--- src/single_cpu_params.svh ---
`ifndef SINGLE_CPU_PARAMS_SVH
`define SINGLE_CPU_PARAMS_SVH

// Instruction memory size in 32-bit words
`define IMEM_DEPTH 64

// Data memory size in 32-bit words
`define DMEM_DEPTH 64

// Byte address fetched first after reset
`define RESET_PC 32'h0000_0000

`endif
--- src/data_mem.sv ---
`include "single_cpu_params.svh"

module data_mem (
    input  logic        CLK,
    input  logic        RST,
    input  logic        we,
    input  logic [5:0]  addr,
    input  logic [31:0] wd,
    output logic [31:0] rd
);

    logic [31:0] mem [`DMEM_DEPTH];

    always_ff @(posedge CLK) begin
        if (RST) begin
            for (int i = 0; i < `DMEM_DEPTH; i++) begin
                mem[i] <= 32'h0;  // Unwritten words read as zero
            end
        end else if (we) begin
            mem[addr] <= wd;
        end
    end

    assign rd = mem[addr];  // Asynchronous read

endmodule

--- config.mk ---
export PLATFORM = sky130hd
export DESIGN_NAME = data_mem
export DESIGN_NICKNAME = d
export VERILOG_FILES = /design/src/data_mem.sv
export VERILOG_INCLUDE_DIRS = /design/src
export SDC_FILE = /design/constraint.sdc
export NUM_CORES = 2
export LEC_CHECK = 0
export BUFFER_PORTS_ARGS = -buffer_cell sky130_fd_sc_hd__buf_2
export CORE_ASPECT_RATIO = 0.6
export CORE_MARGIN = 2
export CORE_UTILIZATION = 37
export DETAILED_ROUTE_END_ITERATION = 16
export MAX_ROUTING_LAYER = met4
export PLACE_DENSITY = 0.48
export REMOVE_ABC_BUFFERS = 1
export SYNTH_ARGS = -nofsm -noshare
export SYNTH_HDL_FRONTEND = slang
export SYNTH_SLANG_ARGS = --single-unit
--- constraint.sdc ---
create_clock -name CLK -period 2.8 [get_ports CLK]
set_input_delay 0.28 -clock CLK [delete_from_list [all_inputs] [get_ports CLK]]
set_output_delay 0.28 -clock CLK [all_outputs]
set_load 0.01 [all_outputs]
==> impl_metrics.tcl <==
set metrics [dict create \
    p_leak_nw 39.8 \
    grt_max_degree 65 \
    ys_top_cells_by_count "2051 x and2_1, 2048 x edfxtp_1, 566 x clkbuf_1" \
    synth_edf_count 2048 \
    hold_viol 0 \
    peakVddDrop_mv 0.471 \
    layout-drive-gt1-share 0.252 \
    status "finished with violations" \
    synthAdderAreaFrac 0 \
    timing.hold.ws_ns 0.0666 \
    synth_mux_area_frac 0.0369 \
    dieHeight_um 392 \
    synth_compound_area_frac 0.103 \
    cts_made_buffers 205 \
    htree_num_levels 4 \
    synth_top_family_by_area "simple AND/OR/NAND/NOR gates" \
    ant_nets 0 \
    failed_checks "negative setup slack" \
    crit_path_start_kind "primary input" \
    netlist_instances 6970 \
    yosys.area_share.simple 0.164 \
    grt_overflow 0 \
    comb_power_share 0.108 \
    p_sw_mw 17.7 \
    fmax_ghz 0.285 \
    min_path_type "in2reg" \
    clockBufferDepth 4 \
    fin_nets 7444 \
    yosysSeqAreaShare 0.663 \
    netlist.area_leader.share 0.663 \
    synth_area_sq_um 92800 \
    start_util 0.372 \
    post-route-drc-count 0 \
    grt_pass1_vias 60173 \
    dr.pass1.iters 5 \
    reg_top3 "mem (2048)" \
    vias 62685 \
    slew_violations 0 \
    num_rows 142 \
    setup_viol 32 \
    maxCapViolCount 0 \
    ioPinCount 73 \
    ys_warn_count 0 \
    synthToLayoutAreaGrowth_pct 21.8 \
    end_kind "primary output" \
    post-cts-setup-buffers 0 \
    gp_congestion 0.921 \
    largest_register "mem" \
    core_area_sq_um 249000 \
    worst_pin_slew_ns 1.09 \
    power-per-cell-area_nw_per_um2 619 \
    antenna_found_initial 43 \
    use_met2 0.385 \
    cts_tree "yes" \
    holdPathStages 3 \
    track_usage 0.282 \
    cp_max_fo 19 \
    rsz0062_at_grt "true" \
    gr-usage-met1 0.427 \
    fp.dieW_um 651 \
    grt_pass1_wl_um 493000 \
    synthFlopType "edfxtp_1" \
    synth.distinct_cells 57 \
    intPower_mw 52.4 \
    finalWirelength_um 354000 \
    port_buffers 72 \
    vias_per_cell 5.76 \
    ys_top_cells_by_area "edfxtp_1 66%, and2_1 14%, a22oi_1 3.0%, a221oi_1 2.7%, clkbuf_1 2.3%" \
    path_class "in2out" \
    drtIter0Drc 8762 \
    synth-async-reset-ratio 0 \
    path_clk_slew_ns 0.06 \
    required_ns 2.52 \
    pwr-share-seq 0.510 \
    clock_sinks 2048 \
    yosysMostFrequentCell "and2_1" \
    min_period_ns 3.51 \
    fin_ws_ns -0.710 \
    ys_seq_elements 2048 \
    die_area_sq_um 255000 \
    grt_use_met3 0.0605 \
    clockPowerShare 0.382 \
    stdcell_count 10878 \
    fin_crit_sh 1.25 \
    syn_avg_cell_area_sq_um 13.3 \
    top_usage_layer "met1" \
    synthXorXnorAreaFrac 0 \
    clockRootBuffer "clkbuf_16" \
    switching_share 0.252 \
    cp.arrival_ns 3.23 \
    largest_reg_flops 2048 \
    post_drt_wl_per_cell_um 32.6 \
    synth_top_area_cell "edfxtp_1" \
    slew_headroom 0.272 \
    hpwl_um 233000 \
    dp.cells 10549 \
]
## critical path, stage by stage
cell	delay [ns]
buf_12	0.14
buf_12	0.19
nor2b_4	0.14
buf_4	0.16
buf_4	0.22
buf_6	0.21
a221oi_1	0.27
buf_4	0.15
nor2_1	0.03
o21ai_0	0.48
o21ai_0	0.29
or3_1	0.40
buf_2	0.16
## cells by family after synthesis
group,count (synthesis)
simple gates,2536
flops,2048
compound gates,1326
buf+inv,773
mux,287
## metal layers
metal / wire [um] / share of wire
met5: 0 / 0
met1: 164000 / 0.46
met2: 146000 / 0.41
met4: 8190 / 0.023
met3: 35900 / 0.10
## path summary, 6_finish.rpt
path	startpoint	endpoint
hold / removal	wd[17]	mem[38][17]$_SDFFCE_PN0P_
setup / recovery	addr[1]	rd[19]
## power groups by stage
| stage | sequential (mW) | combinational, mW | clock, mW |
|---|---|---|---|
| final | 35.7 | 7.58 | 26.7 |
| after global routing | 35.9 | 7.83 | 28.2 |
| after CTS | 35.7 | 7.41 | 27.1 |
| after detailed placement | 36.4 | 6.94 | 0 |
| after global placement | 36.3 | 6.94 | 0 |
| after floorplan | 36.2 | 2.30 | 0 |
## cell usage in the layout (no fill, tap or decap), drive strengths merged, types with 4 or more instances in the layout
master,netlist,final
a211oi,26,26
a21oi,136,136
a221o,41,41
a221oi,293,293
a22o,21,21
a22oi,374,374
a31oi,8,8
and2,2051,2051
and3,5,5
buf,204,996
bufinv,0,10
clkbuf,566,251
clkinv,0,81
clkinvlp,0,7
diode,0,18
edfxtp,2048,2048
inv,3,6
mux2,101,101
mux2i,152,152
mux4,34,34
nand2,80,80
nand2b,4,4
nand3,7,7
nor2,198,198
nor2b,6,6
nor3,43,43
nor4,16,16
o211ai,40,40
o21ai,172,172
o221ai,18,18
o22ai,162,162
o2bb2ai,4,4
o31ai,13,13
or2,83,83
or3,16,16
or4,16,16
## stage by stage
stage / util / TNS, ns / total power [mW] / setup slack, ns / area [sq um]
2_1_floorplan: - / - / 38.5 / -6.41 / 89700
3_3_place_gp: 0.419 / -253.38 / 43.3 / -1.51 / 105000
3_5_place_dp: 0.419 / -219.08 / 43.3 / -1.49 / 105000
4_1_cts: 0.451 / -18.99 / 70.2 / -0.829 / 112000
5_1_grt: 0.453 / -18.47 / 71.9 / -0.731 / 113000
6_report: 0.453 / -16.95 / 70.1 / -0.710 / 113000
## cell type report
class                           count  area [sq um]
Sequential cell                  2048         61500
Tap cell                         3312          4140
Multi-Input combinational cell   4149         30700
Clock buffer                      251          5370
Fill cell                       22234        136000
Timing Repair Buffer              996         10500
Inverter                            3          18.8
Antenna cell                       18          45.0
Clock inverter                    101           753
## repair_timing
action | CTS | global route
gates resized for setup | 411 | 136
setup endpoints to repair | 32 | 32
hold buffers | 0 | 0
pin swaps | 118 | 91
No activity file was read; power rests on OpenSTA's default activity.
