`src/single_cpu_params.svh`:
```
`ifndef SINGLE_CPU_PARAMS_SVH
`define SINGLE_CPU_PARAMS_SVH

// Instruction memory size in 32-bit words
`define IMEM_DEPTH 64

// Data memory size in 32-bit words
`define DMEM_DEPTH 64

// Byte address fetched first after reset
`define RESET_PC 32'h0000_0000

`endif
```
`src/reg_file.sv`:
```
module reg_file (
    input  logic        CLK,
    input  logic        RST,
    input  logic [4:0]  rs1,
    input  logic [4:0]  rs2,
    input  logic [4:0]  rd,
    input  logic        we,
    input  logic [31:0] wd,
    output logic [31:0] rd1,
    output logic [31:0] rd2
);

    logic [31:0] regs [1:31];  // x0 has no storage

    always_ff @(posedge CLK) begin
        if (RST) begin
            for (int i = 1; i < 32; i++) begin
                regs[i] <= 32'h0;
            end
        end else if (we && rd != 5'd0) begin  // Drop writes to x0
            regs[rd] <= wd;
        end
    end

    always_comb begin
        rd1 = 32'h0;
        rd2 = 32'h0;
        if (rs1 != 5'd0) begin
            rd1 = regs[rs1];
        end
        if (rs2 != 5'd0) begin
            rd2 = regs[rs2];
        end
    end

endmodule

```
`config.mk`:
```
export PLATFORM = sky130hd
export DESIGN_NAME = reg_file
export DESIGN_NICKNAME = d
export VERILOG_FILES = /design/src/single_cpu_params.svh /design/src/reg_file.sv
export SDC_FILE = /design/constraint.sdc
export NUM_CORES = 2
export LEC_CHECK = 0
export BUFFER_PORTS_ARGS = -buffer_cell sky130_fd_sc_hd__buf_4
export CAP_MARGIN = 15
export CELL_PAD_IN_SITES_DETAIL_PLACEMENT = 1
export CELL_PAD_IN_SITES_GLOBAL_PLACEMENT = 1
export CORE_UTILIZATION = 55
export CTS_CLUSTER_SIZE = 28
export DETAILED_ROUTE_END_ITERATION = 6
export PLACE_DENSITY_LB_ADDON = 0.25
export SYNTH_ARGS = -nofsm -noshare
export SYNTH_HDL_FRONTEND = slang
export SYNTH_SLANG_ARGS = --single-unit
```
`constraint.sdc`:
```
create_clock -name CLK -period 8.17 [get_ports CLK]
set_input_delay 2.0425 -clock CLK [delete_from_list [all_inputs] [get_ports CLK]]
set_output_delay 2.0425 -clock CLK [all_outputs]
set_load 0.005 [all_outputs]
```
==> impl_metrics.toml <==
[run_status]
status = "finished, final reports clean"

[final_layout]
register_area_um2 = 30700
area_delta_synth_final_pct = 10.3
fillCellCount = 8616
nNetsFinal = 3543
largest_reg_flops = 1024
multi_input_area_um2 = 21900
fin_area_um2 = 59800
drive_gt1_share_pct = 26.8
top_regs = "regs (1024)"
regMostFlops = "regs"

[setup_path]
path_class = "input pin to output pin"
critPathRequiredTime_ns = 6.13
cp_max_fo = 50
path_buf_inv = 3
startpoint_type = "input pin"
arrival_ns = 5.32
critPathSlowestCell = "a2111oi_1"
cp_top_family = "compound AO/OA/AOI/OAI gates"
path_cells = "buf_8 > buf_12 > mux4_2 > a22o_1 > a2111oi_1 > nor3_1 > buf_4"
endpoint_kind = "output pin"
slowest_delay_ns = 0.91

[floorplan]
die_area_um2 = 99900
ios = 114
start_util_pct = 55.8
coreArea_um2 = 97100
die_x_um = 316
placementRows = 114
die_h_um = 316

[synthesis]
synthArstFlopShare_pct = 0
synth_seq_cells = 1024
synth_edf_count = 1024
avgSynthCellArea_um2 = 15.5
netlist_area_um2 = 54200
ys_types = 43
synth_cells = 3500
ys_seq_area_share_pct = 56.7
ys.flop_type = "edfxtp_1"
ys.warnings.count = 0

[detailed_routing]
remaining_drc_errors = 0
first_pass_iters = 6
wl_per_cell_um = 39.3
avgViaCountPerCell = 7.33
drtIter0Drc = 5620
postRouteAntennaNets = 0
vias = 35666
routed_wl_um = 191000

[sta]
rsz0062_at_grt = "false"
timing.fmax_mhz = 136
hold_viol = 0
setup_violations = 0
tns_ns = 0
worst_pin_slew_ns = 1.24
slew_violations = 0
min_period_ns = 7.36
relSlewSlack_pct = 17.0
fin_crit_sh_pct = 90.1

[min_path]
hold_path_class = "input pin to flop"

[cts]
clock-sinks = 1024
ctsResizeCount = 0
root_buffer = "clkbuf_16"
ctsLongestPathBuffers = 3
postCtsHoldBufs = 0
cts_max_level = 3
clkTransAtPathRegs_ns = 0.06
cts_tree = "built"
cts_made_buffers = 108
postCtsSetupRepairBufs = 0

[grt]
grt_start_max_net_pins = 90
antenna_found_initial = 10
grt_pass1_wl_um = 270000
overflow = 0
grt_usage_pct = 38.6
grt_pass1_vias = 37576

[power_and_ir_drop]
peakVddDrop_v = 0.000198
p_leak_nw = 20.7
sw_frac_of_total_pct = 24.9
p_int_w = 0.00960
combinationalPowerShare_pct = 12.2
power.switching_w = 0.00319
seqPwrFrac_pct = 48.9
powerDensity_nw_per_um2 = 214
power_frac_clock_pct = 38.9

[run]
cap_violations = 0

[place]
placed_cell_area_um2 = 56300
dp_hpwl_um = 112000
gp_congestion = 0.863
port_buffers = 113
==> metrics by stage <==
stage          hold slack (ns)  instances  worst slack (ns)  util [%]  power, W
2_1_floorplan             2.14       3531              2.45         -   0.00719
3_5_place_dp              2.46       4659             0.962      58.0   0.00786
6_report                  1.77       4864             0.806      61.6    0.0128
5_1_grt                   1.75       4861             0.869      61.6    0.0130
4_1_cts                   1.73       4858             0.939      61.6    0.0128
3_3_place_gp              2.45       4659             0.991      58.0   0.00777
==> synth_stat cells, types with 2 or more instances <==
cell type  number  area share, %
nand2b_1        6          0.069
and2_1        995             11
mux2_2         30           0.62
a22oi_1        16           0.22
nor2_1         36           0.25
a221oi_1        4          0.065
mux4_2        472             20
or2_1           2          0.023
buf_2          51           0.47
nand3_1         5          0.046
a2111oi_1      41           0.76
or3_1           2          0.023
a22o_1         51           0.82
o21ai_1         4          0.037
nor2b_1        14           0.16
nand2_1         8          0.055
nor4_1          6          0.069
a211oi_1        7          0.097
or3b_2          4          0.065
or2_2          31           0.36
a32o_1          4          0.074
edfxtp_1     1024             57
inv_1           2          0.014
nor4b_1         2          0.032
a21oi_1        12           0.11
mux2i_1       150            2.8
buf_1          13          0.090
clkbuf_1      264            1.8
o22ai_1       103            1.2
a221o_1         2          0.037
nand3b_1        5          0.069
buf_4          37           0.51
nor3_1         54           0.50
and3_1          3          0.035
buf_6          19           0.39
a2111oi_0      14           0.23
==> area by class of cell <==
cell class / count / area share (%)
antenna: 6 / 0.0251
clock buffer: 127 / 4.67
clock inverter: 72 / 1.14
inverter: 2 / 0.0125
multi-input combinational: 2121 / 36.7
sequential: 1024 / 51.4
tap: 1276 / 2.67
timing repair buffer: 236 / 3.41
==> worst paths after layout <==
kind | startpoint | slack [ns] | depth (start not counted) | to
max | rs1[0] | 0.81 | 7 | rd1[17]
min | wd[13] | 1.77 | 1 | regs[0][13]$_DFFE_PP_
==> routing by layer <==
layer	GRT usage, %	vias to the layer above	part of all wire (%)
li1	-	13538	-
met1	49.7	18679	35
met2	60.4	2805	47
met3	8.74	636	11
met4	23.0	8	6.7
met5	0	-	0.025
==> power by group through the flow <==
| stage | sequential (W) | combinational (W) | clock, W |
|---|---|---|---|
| 2_1_floorplan | 0.00626 | 0.000931 | 0 |
| 3_3_place_gp | 0.00630 | 0.00147 | 0 |
| 3_5_place_dp | 0.00635 | 0.00152 | 0 |
| 4_1_cts | 0.00624 | 0.00153 | 0.00499 |
| 5_1_grt | 0.00627 | 0.00159 | 0.00517 |
| 6_report | 0.00625 | 0.00156 | 0.00498 |
==> placed cells by master, fill, tap and decap left out, types with 14 or more instances in the layout <==
cell,count
o22ai_1,103
buf_12,19
and2_1,994
bufinv_16,14
clkinv_1,32
clkbuf_16,109
a2111oi_1,41
nor2_2,27
mux2_2,30
clkbuf_1,18
mux4_2,472
buf_4,212
edfxtp_1,1024
or2_2,31
mux2i_1,150
nor3_1,54
a2111oi_0,14
conb_1,32
a22o_1,51
clkinv_2,23
a22oi_1,16
==> kinds of logic after synthesis <==
family	after synthesis	synth area share, %
compound gates	259	3.65
simple gates	1178	13.3
other cells	1	0.00692
mux	652	23.0
buf+inv	386	3.31
flops	1024	56.7
Power figures use the tool's default switching activity.
