$ cat config.mk
export PLATFORM = sky130hd
export DESIGN_NAME = inst_mem
export DESIGN_NICKNAME = d
export VERILOG_FILES = /design/src/single_cpu_pkg.sv /design/src/inst_mem.sv
export VERILOG_INCLUDE_DIRS = /design/src
export SDC_FILE = /design/constraint.sdc
export NUM_CORES = 2
export LEC_CHECK = 0
export BUFFER_PORTS_ARGS = -buffer_cell sky130_fd_sc_hd__buf_2
export CAP_MARGIN = 5
export CORE_UTILIZATION = 29
export DETAILED_ROUTE_END_ITERATION = 10
export SLEW_MARGIN = 25
export SYNTH_ARGS = -nofsm -noshare
export SYNTH_HDL_FRONTEND = slang
export SYNTH_SLANG_ARGS = --single-unit
$ cat constraint.sdc
create_clock -name CLK -period 4.3 [get_ports CLK]
set_clock_uncertainty 0.05 [all_clocks]
set_input_delay 0.215 -clock CLK [delete_from_list [all_inputs] [get_ports CLK]]
set_output_delay 0.215 -clock CLK [all_outputs]
set_load 0.03 [all_outputs]
$ cat src/single_cpu_params.svh
`ifndef SINGLE_CPU_PARAMS_SVH
`define SINGLE_CPU_PARAMS_SVH

// Instruction memory size in 32-bit words
`define IMEM_DEPTH 64

// Data memory size in 32-bit words
`define DMEM_DEPTH 64

// Byte address fetched first after reset
`define RESET_PC 32'h0000_0000

`endif
$ cat src/single_cpu_pkg.sv
package single_cpu_pkg;

    // Major opcodes of the supported subset
    localparam logic [6:0] OP_R     = 7'b0110011;
    localparam logic [6:0] OP_I_ALU = 7'b0010011;
    localparam logic [6:0] OP_LOAD  = 7'b0000011;
    localparam logic [6:0] OP_STORE = 7'b0100011;

    localparam logic [2:0] F3_ADD_SUB = 3'b000;
    localparam logic [2:0] F3_SLL     = 3'b001;
    localparam logic [2:0] F3_SLT     = 3'b010;
    localparam logic [2:0] F3_SLTU    = 3'b011;
    localparam logic [2:0] F3_XOR     = 3'b100;
    localparam logic [2:0] F3_SRL_SRA = 3'b101;
    localparam logic [2:0] F3_OR      = 3'b110;
    localparam logic [2:0] F3_AND     = 3'b111;
    localparam logic [2:0] F3_WORD    = 3'b010;  // lw / sw width

    localparam logic [6:0] F7_BASE = 7'b0000000;
    localparam logic [6:0] F7_ALT  = 7'b0100000;  // sub, sra, srai

    typedef enum logic [3:0] {
        ALU_ADD,
        ALU_SUB,
        ALU_SLL,
        ALU_SLT,
        ALU_SLTU,
        ALU_XOR,
        ALU_SRL,
        ALU_SRA,
        ALU_OR,
        ALU_AND
    } alu_op_e;

    typedef struct packed {
        logic [6:0] funct7;
        logic [4:0] rs2;
        logic [4:0] rs1;
        logic [2:0] funct3;
        logic [4:0] rd;
        logic [6:0] opcode;
    } r_fmt_t;

    typedef struct packed {
        logic [11:0] imm;
        logic [4:0]  rs1;
        logic [2:0]  funct3;
        logic [4:0]  rd;
        logic [6:0]  opcode;
    } i_fmt_t;

    typedef struct packed {
        logic [6:0] imm_hi;
        logic [4:0] rs2;
        logic [4:0] rs1;
        logic [2:0] funct3;
        logic [4:0] imm_lo;
        logic [6:0] opcode;
    } s_fmt_t;

    // One instruction word, three field layouts
    typedef union packed {
        r_fmt_t r_fmt;
        i_fmt_t i_fmt;
        s_fmt_t s_fmt;
    } inst_u;

    typedef struct packed {
        alu_op_e alu_op;
        logic    use_imm;     // Immediate as operand b
        logic    reg_we;
        logic    mem_we;
        logic    mem_to_reg;  // Load data to rd
    } ctrl_t;

    typedef struct packed {
        logic        valid;
        logic [31:0] pc;
        logic [4:0]  rd;
        logic [31:0] data;
    } wb_trace_t;

endpackage

$ cat src/inst_mem.sv
`include "single_cpu_params.svh"

module inst_mem (
    input  logic                 CLK,
    input  logic                 RST,
    input  logic                 we,
    input  logic [5:0]           waddr,
    input  logic [31:0]          wdata,
    input  logic [5:0]           raddr,
    output single_cpu_pkg::inst_u inst
);

    logic [31:0] mem [`IMEM_DEPTH];

    // Load port has priority over the clear so a program
    // can be written while reset is held
    always_ff @(posedge CLK) begin
        if (RST) begin
            for (int i = 0; i < `IMEM_DEPTH; i++) begin
                mem[i] <= 32'h0;  // Zero word is a no-op
            end
        end
        if (we) begin
            mem[waddr] <= wdata;
        end
    end

    assign inst = mem[raddr];  // Combinational fetch

endmodule

==> impl_metrics.xml <==
<?xml version="1.0" encoding="UTF-8"?>
<metrics>
  <group name="route">
    <metric name="drc" unit="">0</metric>
    <metric name="post_drt_wl_per_cell" unit="um">28.3</metric>
    <metric name="drt_pre_antenna_iters" unit="">7</metric>
    <metric name="dr.first_iter.drc_count" unit="">6438</metric>
    <metric name="postRouteWirelength" unit="um">290000</metric>
    <metric name="antenna_left" unit="">0</metric>
    <metric name="route.detailed.vias_per_inst" unit="">5.11</metric>
    <metric name="dr_total_vias" unit="">52300</metric>
  </group>
  <group name="synth">
    <metric name="postSynthRegisterBits" unit="">2048</metric>
    <metric name="synth.largest_area_cell" unit="">sky130_fd_sc_hd__edfxtp_1</metric>
    <metric name="synth.distinct_cells" unit="">50</metric>
    <metric name="yosys.cell_count.top_type" unit="">sky130_fd_sc_hd__and2_1</metric>
    <metric name="synthTopCellsByArea" unit="">sky130_fd_sc_hd__edfxtp_1, sky130_fd_sc_hd__and2_1, sky130_fd_sc_hd__mux4_2</metric>
    <metric name="yosys_most_used_dff" unit="">sky130_fd_sc_hd__edfxtp_1</metric>
    <metric name="synthTopCellsByCount" unit="">sky130_fd_sc_hd__and2_1, sky130_fd_sc_hd__edfxtp_1, sky130_fd_sc_hd__mux4_2</metric>
    <metric name="synth_sequential_area_ratio" unit="%">66.2</metric>
    <metric name="avgSynthCellArea" unit="um2">15.8</metric>
    <metric name="yosys_warnings" unit="">0</metric>
    <metric name="ys_async_sr_fraction" unit="%">0</metric>
    <metric name="syn-instance-count" unit="">5894</metric>
    <metric name="syn_area" unit="mm2">0.0929</metric>
    <metric name="synth-edff-count" unit="">2048</metric>
    <metric name="yosys.area.top_type_share" unit="%">66.2</metric>
    <metric name="syn_nets" unit="">5941</metric>
  </group>
  <group name="die">
    <metric name="die-height" unit="um">568</metric>
    <metric name="row_count" unit="">207</metric>
    <metric name="die_x" unit="um">568</metric>
    <metric name="die_area" unit="mm2">0.323</metric>
    <metric name="floorplan.initialDensity" unit="%">29.2</metric>
    <metric name="i_o_pin_count" unit="">79</metric>
    <metric name="core-area" unit="mm2">0.318</metric>
  </group>
  <group name="power">
    <metric name="p_switching" unit="uW">10700</metric>
    <metric name="power-per-cell-area" unit="mW/mm2">425</metric>
    <metric name="pwr-share-seq" unit="%">52.0</metric>
    <metric name="cellInternalPower" unit="uW">34000</metric>
    <metric name="max-vdd-ir-drop" unit="V">0.000439</metric>
    <metric name="design_power" unit="uW">44700</metric>
    <metric name="total_leakage_power" unit="uW">0.0356</metric>
    <metric name="power_switching_share" unit="%">23.9</metric>
    <metric name="power_frac_clock" unit="%">39.3</metric>
    <metric name="power_frac_comb" unit="%">8.7</metric>
  </group>
  <group name="global_routing">
    <metric name="grt_max_degree" unit="">79</metric>
    <metric name="grt_overflow" unit="">0</metric>
    <metric name="first_global_vias" unit="">52300</metric>
    <metric name="antenna_found_initial" unit="">35</metric>
    <metric name="track_usage" unit="%">17.6</metric>
    <metric name="wire_length_of_the_first_global_routing_pass" unit="um">405000</metric>
  </group>
  <group name="timing">
    <metric name="post-route-period-util" unit="%">93.0</metric>
    <metric name="rsz0062_at_grt" unit="">no</metric>
    <metric name="final.min_clock_period" unit="ns">4.00</metric>
    <metric name="final_max_slew_viol_count" unit="">0</metric>
    <metric name="worst-slew-pin-transition" unit="ns">1.11</metric>
    <metric name="clock.fmax" unit="GHz">0.250</metric>
    <metric name="slew-limit-headroom" unit="%">25.3</metric>
    <metric name="setup_viol" unit="">0</metric>
    <metric name="hold_viol" unit="">0</metric>
  </group>
  <group name="run_status">
    <metric name="outcome" unit="">complete, no violations</metric>
  </group>
  <group name="critical_path">
    <metric name="worst-setup-path-type" unit="">in2out</metric>
    <metric name="worst_setup_path_start_kind" unit="">primary input</metric>
    <metric name="cp.required" unit="ns">4.03</metric>
    <metric name="worst-endpoint-arrival" unit="ns">3.73</metric>
    <metric name="critical_path_peak_fanout" unit="">53</metric>
    <metric name="nature_of_the_critical_path_endpoint" unit="">primary output</metric>
  </group>
  <group name="placed_design">
    <metric name="port-buffer-count" unit="">78</metric>
    <metric name="place_inst" unit="">9843</metric>
    <metric name="place.gp.congestion" unit="">0.852</metric>
    <metric name="dp_hpwl" unit="um">175000</metric>
  </group>
  <group name="layout">
    <metric name="post_route_cells_drive_above_1_share" unit="%">22.2</metric>
    <metric name="postLayoutCoreUtil" unit="%">33.0</metric>
    <metric name="finish.cell_count_without_fillers" unit="">10200</metric>
    <metric name="nNetsFinal" unit="">5925</metric>
    <metric name="area_growth_syn_to_layout" unit="%">13.2</metric>
    <metric name="top_regs" unit="">mem: 2048 flops</metric>
    <metric name="largest_register_ff_count" unit="">2048</metric>
    <metric name="largest_register" unit="">mem</metric>
  </group>
  <group name="clocking">
    <metric name="cts_root_buf" unit="">sky130_fd_sc_hd__clkbuf_16</metric>
    <metric name="cts_tree" unit="">done</metric>
    <metric name="cts_max_path_buffers" unit="">3</metric>
    <metric name="cts_post_setup_buffers_inserted" unit="">0</metric>
    <metric name="clock_sinks" unit="">2048</metric>
    <metric name="htree_num_levels" unit="">4</metric>
    <metric name="worst_setup_hold_path_clk_slew" unit="ns">0.06</metric>
    <metric name="cts-buffers-inserted" unit="">206</metric>
  </group>
  <group name="flow_run">
    <metric name="max_cap_viol_count" unit="">0</metric>
  </group>
  <group name="worst_hold_path">
    <metric name="hold_path.class" unit="">in2reg</metric>
  </group>
</metrics>
## area by class of cell
class                           instances  area (um2)
Timing Repair Buffer                  384        3070
Clock buffer                          261        5470
Inverter                                2        7.51
Clock inverter                        118         953
Multi-Input combinational cell       3236       28900
Fill cell                           30400      213000
Sequential cell                      2048       61500
Antenna cell                           19        47.5
Tap cell                             4180        5230
## placed cells by master, fill, tap and decap left out, types with 33 or more instances in the layout
cell,count
sky130_fd_sc_hd__clkinv_2,43
sky130_fd_sc_hd__nand2_1,40
sky130_fd_sc_hd__buf_2,72
sky130_fd_sc_hd__or2_2,60
sky130_fd_sc_hd__clkbuf_16,211
sky130_fd_sc_hd__clkinv_1,49
sky130_fd_sc_hd__buf_4,277
sky130_fd_sc_hd__mux4_2,505
sky130_fd_sc_hd__clkbuf_1,50
sky130_fd_sc_hd__edfxtp_1,2048
sky130_fd_sc_hd__o22ai_1,132
sky130_fd_sc_hd__and2_1,2050
sky130_fd_sc_hd__nor2_2,60
sky130_fd_sc_hd__mux2i_1,73
sky130_fd_sc_hd__nor2_1,37
sky130_fd_sc_hd__o21ai_0,33
sky130_fd_sc_hd__mux2_2,33
## layer usage
metal  vias up  routed length, um  global-route usage [%]
li1      21700                  -                       -
met1     27700             115000                    23.3
met2      2441             136000                    28.4
met3       471              26000                    3.66
met4        10              11700                    6.66
met5         -                 57                       0
## power groups by stage
stage,Combinational [uW],Clock (uW),Sequential [uW]
finish,3890,17600,23300
global route,4020,18400,23400
CTS,3900,17700,23300
detailed placement,3890,0,23700
global placement,3880,0,23600
floorplan,2180,0,23600
## worst max-delay path, cell delays in order
cell                        delay [ns]
sky130_fd_sc_hd__buf_8            0.52
sky130_fd_sc_hd__buf_4            0.43
sky130_fd_sc_hd__buf_4            0.26
sky130_fd_sc_hd__mux4_2           0.23
sky130_fd_sc_hd__o22ai_1          0.20
sky130_fd_sc_hd__nor4_2           0.82
sky130_fd_sc_hd__buf_4            0.29
sky130_fd_sc_hd__a2bb2oi_1        0.37
sky130_fd_sc_hd__buf_2            0.29
## worst paths after layout
| check | cells past startpoint | end | startpoint |
|---|---|---|---|
| min | 2 | mem[29][6]$_SDFFCE_PN0P_ | wdata[6] |
| max | 9 | inst[29] | raddr[1] |
## timing repair
item	CTS	global route
hold buffers	6	0
resized for setup	0	0
hold endpoints to repair	130	0
## kinds of logic after synthesis
group	count (synthesis)	share of synthesized area (%)
and+or+nand+nor	2362	15.5
DFF	2048	66.2
muxes	612	13.5
buffers and inverters	610	2.95
AOI/OAI and AO/OA	262	1.85
## stage by stage
step	hold WS (ns)	TNS [ns]	area, um2	setup slack [ns]
after floorplan	0.624	0	92900	1.91
after global placement	0.702	-0.164	98500	-0.164
after detailed placement	0.717	0	98600	0.275
after CTS	0.0130	0	105000	0.279
after global routing	0.0228	0	105000	0.331
final	0.0233	0	105000	0.300
Note: power is estimated with default switching activity, not from simulation.
