## src/single_cpu_params.svh

```systemverilog
`ifndef SINGLE_CPU_PARAMS_SVH
`define SINGLE_CPU_PARAMS_SVH

// Instruction memory size in 32-bit words
`define IMEM_DEPTH 64

// Data memory size in 32-bit words
`define DMEM_DEPTH 64

// Byte address fetched first after reset
`define RESET_PC 32'h0000_0000

`endif
```

## src/single_cpu_pkg.sv

```systemverilog
package single_cpu_pkg;

    // Major opcodes of the supported subset
    localparam logic [6:0] OP_R     = 7'b0110011;
    localparam logic [6:0] OP_I_ALU = 7'b0010011;
    localparam logic [6:0] OP_LOAD  = 7'b0000011;
    localparam logic [6:0] OP_STORE = 7'b0100011;

    localparam logic [2:0] F3_ADD_SUB = 3'b000;
    localparam logic [2:0] F3_SLL     = 3'b001;
    localparam logic [2:0] F3_SLT     = 3'b010;
    localparam logic [2:0] F3_SLTU    = 3'b011;
    localparam logic [2:0] F3_XOR     = 3'b100;
    localparam logic [2:0] F3_SRL_SRA = 3'b101;
    localparam logic [2:0] F3_OR      = 3'b110;
    localparam logic [2:0] F3_AND     = 3'b111;
    localparam logic [2:0] F3_WORD    = 3'b010;  // lw / sw width

    localparam logic [6:0] F7_BASE = 7'b0000000;
    localparam logic [6:0] F7_ALT  = 7'b0100000;  // sub, sra, srai

    typedef enum logic [3:0] {
        ALU_ADD,
        ALU_SUB,
        ALU_SLL,
        ALU_SLT,
        ALU_SLTU,
        ALU_XOR,
        ALU_SRL,
        ALU_SRA,
        ALU_OR,
        ALU_AND
    } alu_op_e;

    typedef struct packed {
        logic [6:0] funct7;
        logic [4:0] rs2;
        logic [4:0] rs1;
        logic [2:0] funct3;
        logic [4:0] rd;
        logic [6:0] opcode;
    } r_fmt_t;

    typedef struct packed {
        logic [11:0] imm;
        logic [4:0]  rs1;
        logic [2:0]  funct3;
        logic [4:0]  rd;
        logic [6:0]  opcode;
    } i_fmt_t;

    typedef struct packed {
        logic [6:0] imm_hi;
        logic [4:0] rs2;
        logic [4:0] rs1;
        logic [2:0] funct3;
        logic [4:0] imm_lo;
        logic [6:0] opcode;
    } s_fmt_t;

    // One instruction word, three field layouts
    typedef union packed {
        r_fmt_t r_fmt;
        i_fmt_t i_fmt;
        s_fmt_t s_fmt;
    } inst_u;

    typedef struct packed {
        alu_op_e alu_op;
        logic    use_imm;     // Immediate as operand b
        logic    reg_we;
        logic    mem_we;
        logic    mem_to_reg;  // Load data to rd
    } ctrl_t;

    typedef struct packed {
        logic        valid;
        logic [31:0] pc;
        logic [4:0]  rd;
        logic [31:0] data;
    } wb_trace_t;

endpackage

```

## src/inst_decode.sv

```systemverilog
module inst_decode (
    input  single_cpu_pkg::inst_u inst,
    output single_cpu_pkg::ctrl_t ctrl,
    output logic [4:0]            rs1,
    output logic [4:0]            rs2,
    output logic [4:0]            rd,
    output logic [31:0]           imm
);

    import single_cpu_pkg::*;

    alu_op_e    op;
    logic       legal;      // funct3/funct7 pair is supported
    logic       imm_form;   // I-type ALU, funct7 is imm[11:5]
    logic [2:0] f3;
    logic [6:0] f7;

    assign f3       = inst.r_fmt.funct3;
    assign f7       = inst.r_fmt.funct7;
    assign imm_form = (inst.r_fmt.opcode == OP_I_ALU);

    // ALU operation shared by R-type and I-type ALU forms
    always_comb begin
        op    = ALU_ADD;
        legal = 1'b1;
        case (f3)
            F3_ADD_SUB: begin
                if (imm_form || f7 == F7_BASE) begin
                    op = ALU_ADD;
                end else if (f7 == F7_ALT) begin
                    op = ALU_SUB;
                end else begin
                    legal = 1'b0;
                end
            end
            F3_SLL: begin
                op    = ALU_SLL;
                legal = (f7 == F7_BASE);  // slli checks it too
            end
            F3_SLT: begin
                op    = ALU_SLT;
                legal = imm_form || f7 == F7_BASE;
            end
            F3_SLTU: begin
                op    = ALU_SLTU;
                legal = imm_form || f7 == F7_BASE;
            end
            F3_XOR: begin
                op    = ALU_XOR;
                legal = imm_form || f7 == F7_BASE;
            end
            F3_SRL_SRA: begin
                if (f7 == F7_BASE) begin
                    op = ALU_SRL;
                end else if (f7 == F7_ALT) begin
                    op = ALU_SRA;
                end else begin
                    legal = 1'b0;
                end
            end
            F3_OR: begin
                op    = ALU_OR;
                legal = imm_form || f7 == F7_BASE;
            end
            F3_AND: begin
                op    = ALU_AND;
                legal = imm_form || f7 == F7_BASE;
            end
            default: legal = 1'b0;
        endcase
    end

    always_comb begin
        ctrl        = '0;
        ctrl.alu_op = ALU_ADD;
        imm         = {{20{inst.i_fmt.imm[11]}}, inst.i_fmt.imm};
        case (inst.r_fmt.opcode)
            OP_R: begin
                ctrl.alu_op = op;
                ctrl.reg_we = legal;
            end
            OP_I_ALU: begin
                ctrl.alu_op  = op;
                ctrl.use_imm = 1'b1;
                ctrl.reg_we  = legal;
            end
            OP_LOAD: begin
                ctrl.use_imm    = 1'b1;
                ctrl.reg_we     = (inst.i_fmt.funct3 == F3_WORD);
                ctrl.mem_to_reg = 1'b1;
            end
            OP_STORE: begin
                ctrl.use_imm = 1'b1;
                ctrl.mem_we  = (inst.s_fmt.funct3 == F3_WORD);
                imm = {{20{inst.s_fmt.imm_hi[6]}}, inst.s_fmt.imm_hi, inst.s_fmt.imm_lo};
            end
            default: ;  // Unknown opcode retires as no-op
        endcase
    end

    assign rs1 = inst.r_fmt.rs1;
    assign rs2 = inst.r_fmt.rs2;
    assign rd  = ctrl.reg_we ? inst.i_fmt.rd : 5'd0;

endmodule

```

## config.mk

```make
export PLATFORM = sky130hd
export DESIGN_NAME = inst_decode
export DESIGN_NICKNAME = d
export VERILOG_FILES = /design/src/single_cpu_params.svh /design/src/single_cpu_pkg.sv /design/src/inst_decode.sv
export SDC_FILE = /design/constraint.sdc
export NUM_CORES = 1
export LEC_CHECK = 0
export BUFFER_PORTS_ARGS = -buffer_cell sky130_fd_sc_hd__buf_2
export CORE_MARGIN = 2
export CORE_UTILIZATION = 34
export DETAILED_ROUTE_END_ITERATION = 8
export GPL_TIMING_DRIVEN = 0
export PLACE_DENSITY = 0.85
export REMOVE_ABC_BUFFERS = 1
export SETUP_SLACK_MARGIN = 0.05
export SLEW_MARGIN = 5
export SYNTH_ARGS = -nofsm -noshare
export SYNTH_HDL_FRONTEND = slang
export SYNTH_SLANG_ARGS = --single-unit
```

## constraint.sdc

```tcl
create_clock -name vclk -period 1.4
set_clock_uncertainty 0.05 [all_clocks]
set_input_delay 0.14 -clock vclk [all_inputs]
set_output_delay 0.14 -clock vclk [all_outputs]
set_load 0.005 [all_outputs]
```

==> run_results.csv, run 1 <==
group,metric,value,unit
run_status,outcome,"finished clean",
power,ir_drop,0.000135,V
yosys,synth_xor_area_frac,0.0129,
global_routing,grt_max_degree,24,
critical_path,critPathSlowestCell,"nor4_4",
timing,finalHoldViolations,0,
yosys,synth-seq-area-share,0,
global_routing,grt_pass1_vias,726,
drt,num_vias,788,
drt,drtIter0Drc,6,
final_layout,register_area,0,sq um
critical_path,path_cells,"buf_6 -> nor4_4 -> buf_6 -> a41oi_2 -> nor4_2 -> buf_2",
power,power_density,236,nW/um^2
floorplan,dieArea,2380,sq um
critical_path,path_max_fanout,4,
timing,setup_viol,0,
final_layout,n_antenna_cell,0,
floorplan,die_x,48.7,microns
floorplan,start_util,0.354,
timing,tightest_slew,337,ps
global_routing,grt_first_pass_wirelength,3070,microns
yosys,synth.avg_cell_area,7.65,sq um
timing,post-route-period-util,0.995,
global_routing,gr-usage-all-layers,0.154,
final_layout,seq_cells,0,
global_routing,antenna_found_initial,0,
yosys,synthDistinctLibCells,27,
floorplan,die_h,48.7,microns
placed_design,numPortBuffers,77,
final_layout,nets,165,
placed_design,hpwlAfterDp,1510,microns
timing,whs,230,ps
final_layout,stdcell_area,971,sq um
critical_path,crit_top_cell,"buf_6",
yosys,yosysWarnings,0,
power,leakage,0.540,nW
drt,viasPerCell,4.99,
yosys,synthSimpleGateAreaFrac,0.333,
floorplan,io-pin-count,87,
drt,drt-total-wl,2050,microns
placed_design,place_area,807,sq um
final_layout,drive_gt1_frac,0.763,
timing,slew_violations,0,
timing,rsz0062_at_grt,"yes",
drt,drc,0,
timing,relSlewSlack,0.772,
yosys,yosys.area.top_type,"buf_4",
drt,ant_nets,0,
critical_path,worst_ep_required_time,1210,ps
drt,dr.pass1.iters,4,
drt,wire_per_inst,13.0,microns
yosys,post_synth_mux_area_share,0.0974,
yosys,synth_top_family_by_area,"buffers and inverters",
timing,fmax,0.718,GHz
critical_path,arrival,1200,ps
yosys,yosys.area_share.adder,0,
clock_network,cts-hold-fix-buffers,0,
floorplan,core_area,1920,sq um
min_path,hold_path_class,"input port to output port",
yosys,synth_top_area_share,0.408,
yosys,netlist_instances,89,
critical_path,cp-start-kind,"input port",
critical_path,path_class,"input port to output port",
floorplan,rows,16,
final_layout,syn2layout_area_growth,42.6,%
final_layout,n_clock_buffer,0,
yosys,synth_compound_area_frac,0.121,
placed_design,place_congestion,0.832,
global_routing,globalRouteOverflowTotal,0,
yosys,syn-cell-area,681,sq um
flow_run,drv_cap,0,
critical_path,slowest_delay,280,ps
yosys,yosys-top-cells-area,"buf_4 (41%), a31oi_1 (8.3%), mux2_1 (8.3%)",
critical_path,worst_setup_path_end_kind,"output port",
timing,period_minus_slack,1390,ps
[path summary, 6_finish.rpt]
check	from	to	slack (ps)	depth (start not counted)
worst min-delay path	inst[16]	rs1[1]	230	0
worst max-delay path	inst[27]	ctrl[4]	7	6
[layout make-up]
class                           count  area, sq um
Fill cell                         193          951
Timing Repair Buffer               82          480
Multi-Input combinational cell     48          453
Tap cell                           27         33.8
Inverter                            1         3.75
[Yosys cell counts, drive strengths merged (2+ instances only)]
cell type and n:
buf 40, a31oi 9, nand3 6, mux2 5
nand4b 5, nor2 3, a21oi 2, nand2 2
nand2b 2, nor3 2, nor4 2
[worst max-delay path, delay by kind of cell]
| kind | cells | cell delay (ps) |
|---|---|---|
| compound gates | 1 | 120 |
| buf+inv | 3 | 420 |
| simple gates | 2 | 530 |
[timing repair]
| item | 4_1_cts | 5_1_grt |
|---|---|---|
| pin swaps | 5 | 6 |
| gates resized for setup | 19 | 5 |
| endpoints found under the setup margin | 15 | 14 |
| setup buffers | 4 | 1 |
[metal layers]
layer | track usage | routed length (microns) | part of all wire | vias up
li1 | - | - | - | 373
met1 | 0.167 | 755 | 0.37 | 348
met2 | 0.308 | 1040 | 0.51 | 65
met3 | 0.0216 | 235 | 0.11 | 2
met4 | 0.0333 | 23 | 0.011 | 0
met5 | 0 | 0 | 0 | -
[logic make-up after synthesis]
| logic type | after synthesis |
|---|---|
| muxes | 6 |
| buffers and inverters | 41 |
| AOI/OAI and AO/OA | 13 |
| and+or+nand+nor | 28 |
| xor gates and xnor gates | 1 |
[placed cells by master, fill, tap and decap left out, drive strengths merged, types with 2 or more instances in the layout]
master / count
buf: 82
nor3: 2
nand2b: 2
nor4: 2
mux2: 5
a21oi: 2
nand3: 6
a31oi: 9
nand2: 2
nor2: 3
nand4b: 5
[per-stage QoR]
| stage | std cells | setup TNS, ps | worst slack (ps) | total power [mW] | utilization |
|---|---|---|---|---|---|
| 2_1_floorplan | 49 | 0 | 203 | 0.0490 | - |
| 3_5_place_dp | 153 | -1500 | -140 | 0.183 | 0.420 |
| 4_1_cts | 157 | 0 | 14.4 | 0.217 | 0.487 |
| 5_1_grt | 158 | -215 | -118 | 0.248 | 0.505 |
| 3_3_place_gp | 153 | -1330 | -126 | 0.178 | 0.420 |
| 6_report | 158 | 0 | 7.18 | 0.229 | 0.505 |
[where the power goes]
group | switching [mW] | total, mW | internal (mW)
logic | 0.108 | 0.229 | 0.121
clock network | 0 | 0 | 0
registers | 0 | 0 | 0
(Power assumes the default switching activity.)
==> run 2: changes to the inputs <==
ABC_AREA = 1   (was not set)
CORE_UTILIZATION = 33   (was 34)
PLACE_DENSITY = 0.84   (was 0.85)
==> run 2 against run 1 <==
  * Combinational power down 16%
  * Largest power group unchanged
  * Area after synthesis down 2.8%
  * Cell count up 15%
  * Final area down 8.8%
  * Core utilization down 4.4 points
==> run_results.csv, run 2 <==
group,metric,value,unit
critical_path,path_class,"input port to output port",
critical_path,worst_setup_path_end_kind,"output port",
placed_design,hpwlAfterDp,1480,microns
critical_path,cp-start-kind,"input port",
global_routing,gr-usage-all-layers,0.130,
power,ir_drop,0.0000937,V
final_layout,seq_cells,0,
global_routing,grt_pass1_vias,640,
placed_design,place_congestion,0.663,
timing,setup_tns,0,ps
final_layout,layout_common_cells,"buf_2 (74), nand2_1 (23), nor2_1 (8), inv_1 (7), nand2_2 (5)",
floorplan,core_area,1920,sq um
yosys,post_synth_mux_area_share,0,
yosys,synth_compound_area_frac,0.0473,
power,power,0.192,mW
yosys,netlist_instances,112,
final_layout,drive_gt1_frac,0.675,
floorplan,start_util,0.344,
final_layout,nets,188,
final_layout,n_antenna_cell,0,
final_layout,syn2layout_area_growth,33.8,%
critical_path,arrival,1080,ps
floorplan,dieArea,2380,sq um
drt,dr.pass1.iters,4,
timing,relSlewSlack,0.836,
yosys,synthDistinctLibCells,19,
timing,finalHoldViolations,0,
final_layout,layout_commonest_cell,"buf_2",
final_layout,n_clock_buffer,0,
timing,rsz0062_at_grt,"yes",
yosys,yosys.area_share.adder,0,
critical_path,path_max_fanout,7,
yosys,yosys.cell_count.top_type,"buf_4",
floorplan,die_x,48.8,microns
drt,drtIter0Drc,9,
yosys,yosysWarnings,0,
drt,drt-total-wl,1730,microns
power,power_density,217,nW/um^2
timing,setup_viol,0,
yosys,synth_xor_area_frac,0,
timing,slew_violations,0,
critical_path,endpoint,"imm[3]",
yosys,synth.avg_cell_area,5.91,sq um
yosys,synth_top_area_share,0.420,
timing,fmax,0.786,GHz
global_routing,grt_first_pass_wirelength,2590,microns
yosys,synth_commonest_cells,"buf_4 (37), nand2_1 (26), nor2_1 (12)",
final_layout,register_area,0,sq um
timing,post-route-period-util,0.909,
yosys,synth_top_family_by_area,"buffers and inverters",
yosys,synthSimpleGateAreaFrac,0.457,
floorplan,rows,16,
yosys,syn-cell-area,662,sq um
floorplan,die_h,48.8,microns
floorplan,io-pin-count,87,
global_routing,globalRouteOverflowTotal,0,
clock_network,cts-hold-fix-buffers,0,
drt,wire_per_inst,9.58,microns
yosys,yosys-top-cells-area,"buf_4 (42%), nand2_1 (15%), nor2_1 (6.8%)",
placed_design,numPortBuffers,77,
critical_path,critPathLaunch,"inst[0]",
drt,viasPerCell,4.38,
global_routing,antenna_found_initial,0,
min_path,hold_path_class,"input port to output port",
drt,drc,0,
global_routing,grt_max_degree,23,
timing,tightest_slew,244,ps
flow_run,drv_cap,0,
power,leakage,0.576,nW
critical_path,worst_ep_required_time,1210,ps
yosys,yosys.area.top_type,"buf_4",
yosys,synth-seq-area-share,0,
timing,whs,230,ps
drt,num_vias,793,
timing,period_minus_slack,1270,ps
drt,ant_nets,0,
run_status,outcome,"finished clean",
==> run 2: cell count changes after synthesis, moves of 3 or more <==
cell,change
buf_2,-3
inv_2,+4
nand2_2,+3
inv_1,+6
mux2_1,-5
a31oi_1,-9
nand3_2,+3
nand2_1,+24
nor2_1,+10
==> run 2: cell type report <==
cell class,count,area (sq um)
Multi-Input combinational cell,63,379
Timing Repair Buffer,79,423
Fill cell,229,1040
Inverter,12,50.0
Tap cell,27,33.8
==> run 2: power breakdown <==
| group | leakage (nW) | total, mW | internal [mW] | switching (mW) |
|---|---|---|---|---|
| combinational | 0.576 | 0.192 | 0.0912 | 0.101 |
| clock | 0 | 0 | 0 | 0 |
| sequential | 0 | 0 | 0 | 0 |
==> run 2: cells by family (layout without fill, tap and decap cells) <==
family | Yosys count | in the layout
compound gates | 5 | 5
simple gates | 58 | 58
buf+inv | 49 | 91
==> run 2: worst min path at each step <==
stage	endpoint	cells after the start	slack, ps	start
6_report	rs1[1]	0	230	inst[16]
5_1_grt	rs1[0]	0	230	inst[15]
4_1_cts	rs1[0]	0	230	inst[15]
3_5_place_dp	rs1[0]	0	230	inst[15]
3_3_place_gp	rs1[0]	0	230	inst[15]
2_1_floorplan	imm[10]	0	230	inst[30]
==> run 2: repair_timing <==
item / CTS / global route
pin swaps: 1 / 5
endpoints found under the setup margin: 4 / 14
resized for setup: 0 / 18
buffers inserted: 0 / 2
==> run 2: per-stage QoR <==
step                 util  cells  area [sq um]  worst slack, ps
global placement    0.418    179           803             61.1
floorplan               -     75           384              411
CTS                 0.418    179           803             65.4
detailed placement  0.418    179           803             44.6
global route        0.461    181           886             39.3
finish              0.461    181           886              128
==> run 2: critical path, stage by stage <==
cell and delay, ps:
buf_6 70, nand2_4 50, nor3_4 210, buf_6 130
nand4_4 140, clkinv_4 110, nand2_1 50, nand2_1 60
buf_2 110
==> run 2: routing by layer <==
| metal | wire length [microns] | vias to the layer above | track usage |
|---|---|---|---|
| li1 | - | 403 | - |
| met1 | 645 | 341 | 0.139 |
| met2 | 916 | 49 | 0.276 |
| met3 | 172 | 0 | 0.0184 |
| met4 | 0 | 0 | 0 |
| met5 | 0 | - | 0 |
==> run 3: changes to the inputs <==
clock period = 1.2 ns   (was 1.4 ns; I/O delays follow)
==> run 3 against run 2 <==
  * Core utilization is 7.6 points higher
  * Non-clock buffer count is 4 higher
  * Sequential cell count stayed put
  * First-iteration DRC count is 56% lower
  * Critical path type unchanged
  * Largest cell class unchanged
  * Critical path depth is 1 lower
  * Highest routed layer unchanged
  * Largest power group unchanged
  * Die area stayed put
  * Combinational power is 40% higher
  * Routed wire length is 12% higher
  * Final area is 16% higher
  * The run now ends with setup timing left
==> run_results.csv, run 3 (synthesis gave the netlist of run 2 again) <==
group,metric,value,unit
timing,relSlewSlack,0.845,
placed_design,hpwlAfterDp,1480,microns
power,ir_drop,0.000132,V
timing,rsz0062_at_grt,"yes",
drt,dr.pass1.iters,4,
global_routing,antenna_found_initial,0,
placed_design,numPortBuffers,77,
critical_path,crit_family,"buffers and inverters",
placed_design,place_area,803,sq um
timing,fin_ws,-10.5,ps
placed_design,place_congestion,0.663,
floorplan,start_util,0.344,
drt,drc,0,
timing,period_minus_slack,1210,ps
drt,drtIter0Drc,4,
drt,drt-total-wl,1950,microns
final_layout,n_antenna_cell,0,
power,p_comb_frac,1.000,
timing,setup_viol,1,
drt,wire_per_inst,10.5,microns
final_layout,n_clock_buffer,0,
critical_path,path_cells,"buf_8 -> nor3_4 -> buf_6 -> nand4_4 -> clkinv_4 -> nand2_2 -> nand2_1 -> buf_2",
final_layout,stdcell_area,1030,sq um
clock_network,cts-hold-fix-buffers,0,
drt,viasPerCell,4.43,
final_layout,fin_cells,185,
timing,fmax,0.826,GHz
power,leakage,0.623,nW
timing,finalHoldViolations,0,
power,p_switching,0.133,mW
timing,post-route-period-util,1.01,
floorplan,core_area,1920,sq um
floorplan,rows,16,
final_layout,nets,192,
critical_path,cp.depth,8,
floorplan,die_h,48.8,microns
final_layout,seq_cells,0,
run_status,outcome,"finished, violations left",
final_layout,syn2layout_area_growth,55.8,%
critical_path,critPathSlowestCell,"nor3_4",
drt,ant_nets,0,
critical_path,critPathLaunch,"inst[3]",
final_layout,drive_gt1_frac,0.747,
final_layout,layout_commonest_cell,"buf_2",
critical_path,cp-start-kind,"input port",
floorplan,io-pin-count,87,
critical_path,worst_setup_path_end_kind,"output port",
power,p_int,0.135,mW
critical_path,slowest_delay,210,ps
min_path,hold_path_class,"input port to output port",
drt,num_vias,819,
floorplan,dieArea,2380,sq um
timing,tightest_slew,231,ps
critical_path,worst_ep_required_time,1030,ps
critical_path,path_class,"input port to output port",
global_routing,gr-usage-all-layers,0.136,
flow_run,drv_cap,0,
critical_path,path_max_fanout,7,
critical_path,arrival,1040,ps
global_routing,grt_max_degree,23,
global_routing,grt_first_pass_wirelength,2740,microns
power,seqPwrFrac,0,
critical_path,timing.critical_path.buf_inv,4,
run_status,violations,"setup timing",
final_layout,register_area,0,sq um
floorplan,die_x,48.8,microns
final_layout,layout_common_cells,"buf_2 (66), nand2_1 (18), nand2_2 (10), buf_6 (9), nor2_1 (8)",
placed_design,dp_cells,179,
global_routing,globalRouteOverflowTotal,0,
power,power_density,260,nW/um^2
timing,slew_violations,0,
power,p_sw_frac,0.497,
critical_path,endpoint,"imm[3]",
global_routing,grt_pass1_vias,686,
power,pwr-share-clk,0,
timing,whs,190,ps
==> run 3: cell count changes in the layout (fill, tap and decap cells not counted), sizes merged <==
cell,previous run,this run
clkinvlp,0,1
inv,11,10
buf,79,83
==> run 3: power groups by stage <==
| stage | registers, mW | logic (mW) | clock network, mW |
|---|---|---|---|
| after CTS | 0 | 0.222 | 0 |
| after global routing | 0 | 0.291 | 0 |
| after floorplan | 0 | 0.0573 | 0 |
| after detailed placement | 0 | 0.203 | 0 |
| final | 0 | 0.268 | 0 |
| after global placement | 0 | 0.200 | 0 |
==> run 3: repair_timing <==
action / CTS / global route
endpoints found under the hold margin: 0 / 0
setup buffers: 3 / 3
gates resized for setup: 13 / 37
pin swaps: 6 / 17
endpoints found under the setup margin: 14 / 16
==> run 3: worst min-delay path by stage <==
| stage | start | end | slack, ps | cells after the start |
|---|---|---|---|---|
| 2_1_floorplan | inst[30] | imm[10] | 190 | 0 |
| 3_3_place_gp | inst[15] | rs1[0] | 190 | 0 |
| 3_5_place_dp | inst[15] | rs1[0] | 190 | 0 |
| 4_1_cts | inst[15] | rs1[0] | 190 | 0 |
| 5_1_grt | inst[15] | rs1[0] | 190 | 0 |
| 6_report | inst[16] | rs1[1] | 190 | 0 |
==> run 3: routing by layer <==
layer / global-route usage / wire length, microns / vias up / part of all wire
li1: - / - / 411 / -
met1: 0.142 / 673 / 359 / 0.35
met2: 0.295 / 1110 / 49 / 0.57
met3: 0.0184 / 161 / 0 / 0.083
met4: 0 / 0 / 0 / 0
met5: 0 / 0 / - / 0
==> run 3: area by class of cell <==
type                       count  area [sq um]
fill                         217           891
inverter                      12          56.3
multi-input combinational     63           434
tap                           27          33.8
timing repair buffer          83           507
==> run 3: metrics by stage <==
stage	total power, mW	setup slack, ps	TNS (ps)	utilization
floorplan	0.0573	251	0	-
global placement	0.200	-98.9	-762	0.418
detailed placement	0.203	-115	-1080	0.418
CTS	0.222	-10.9	-16.3	0.456
global route	0.291	-80.9	-587	0.536
finish	0.268	-10.5	-10.5	0.536
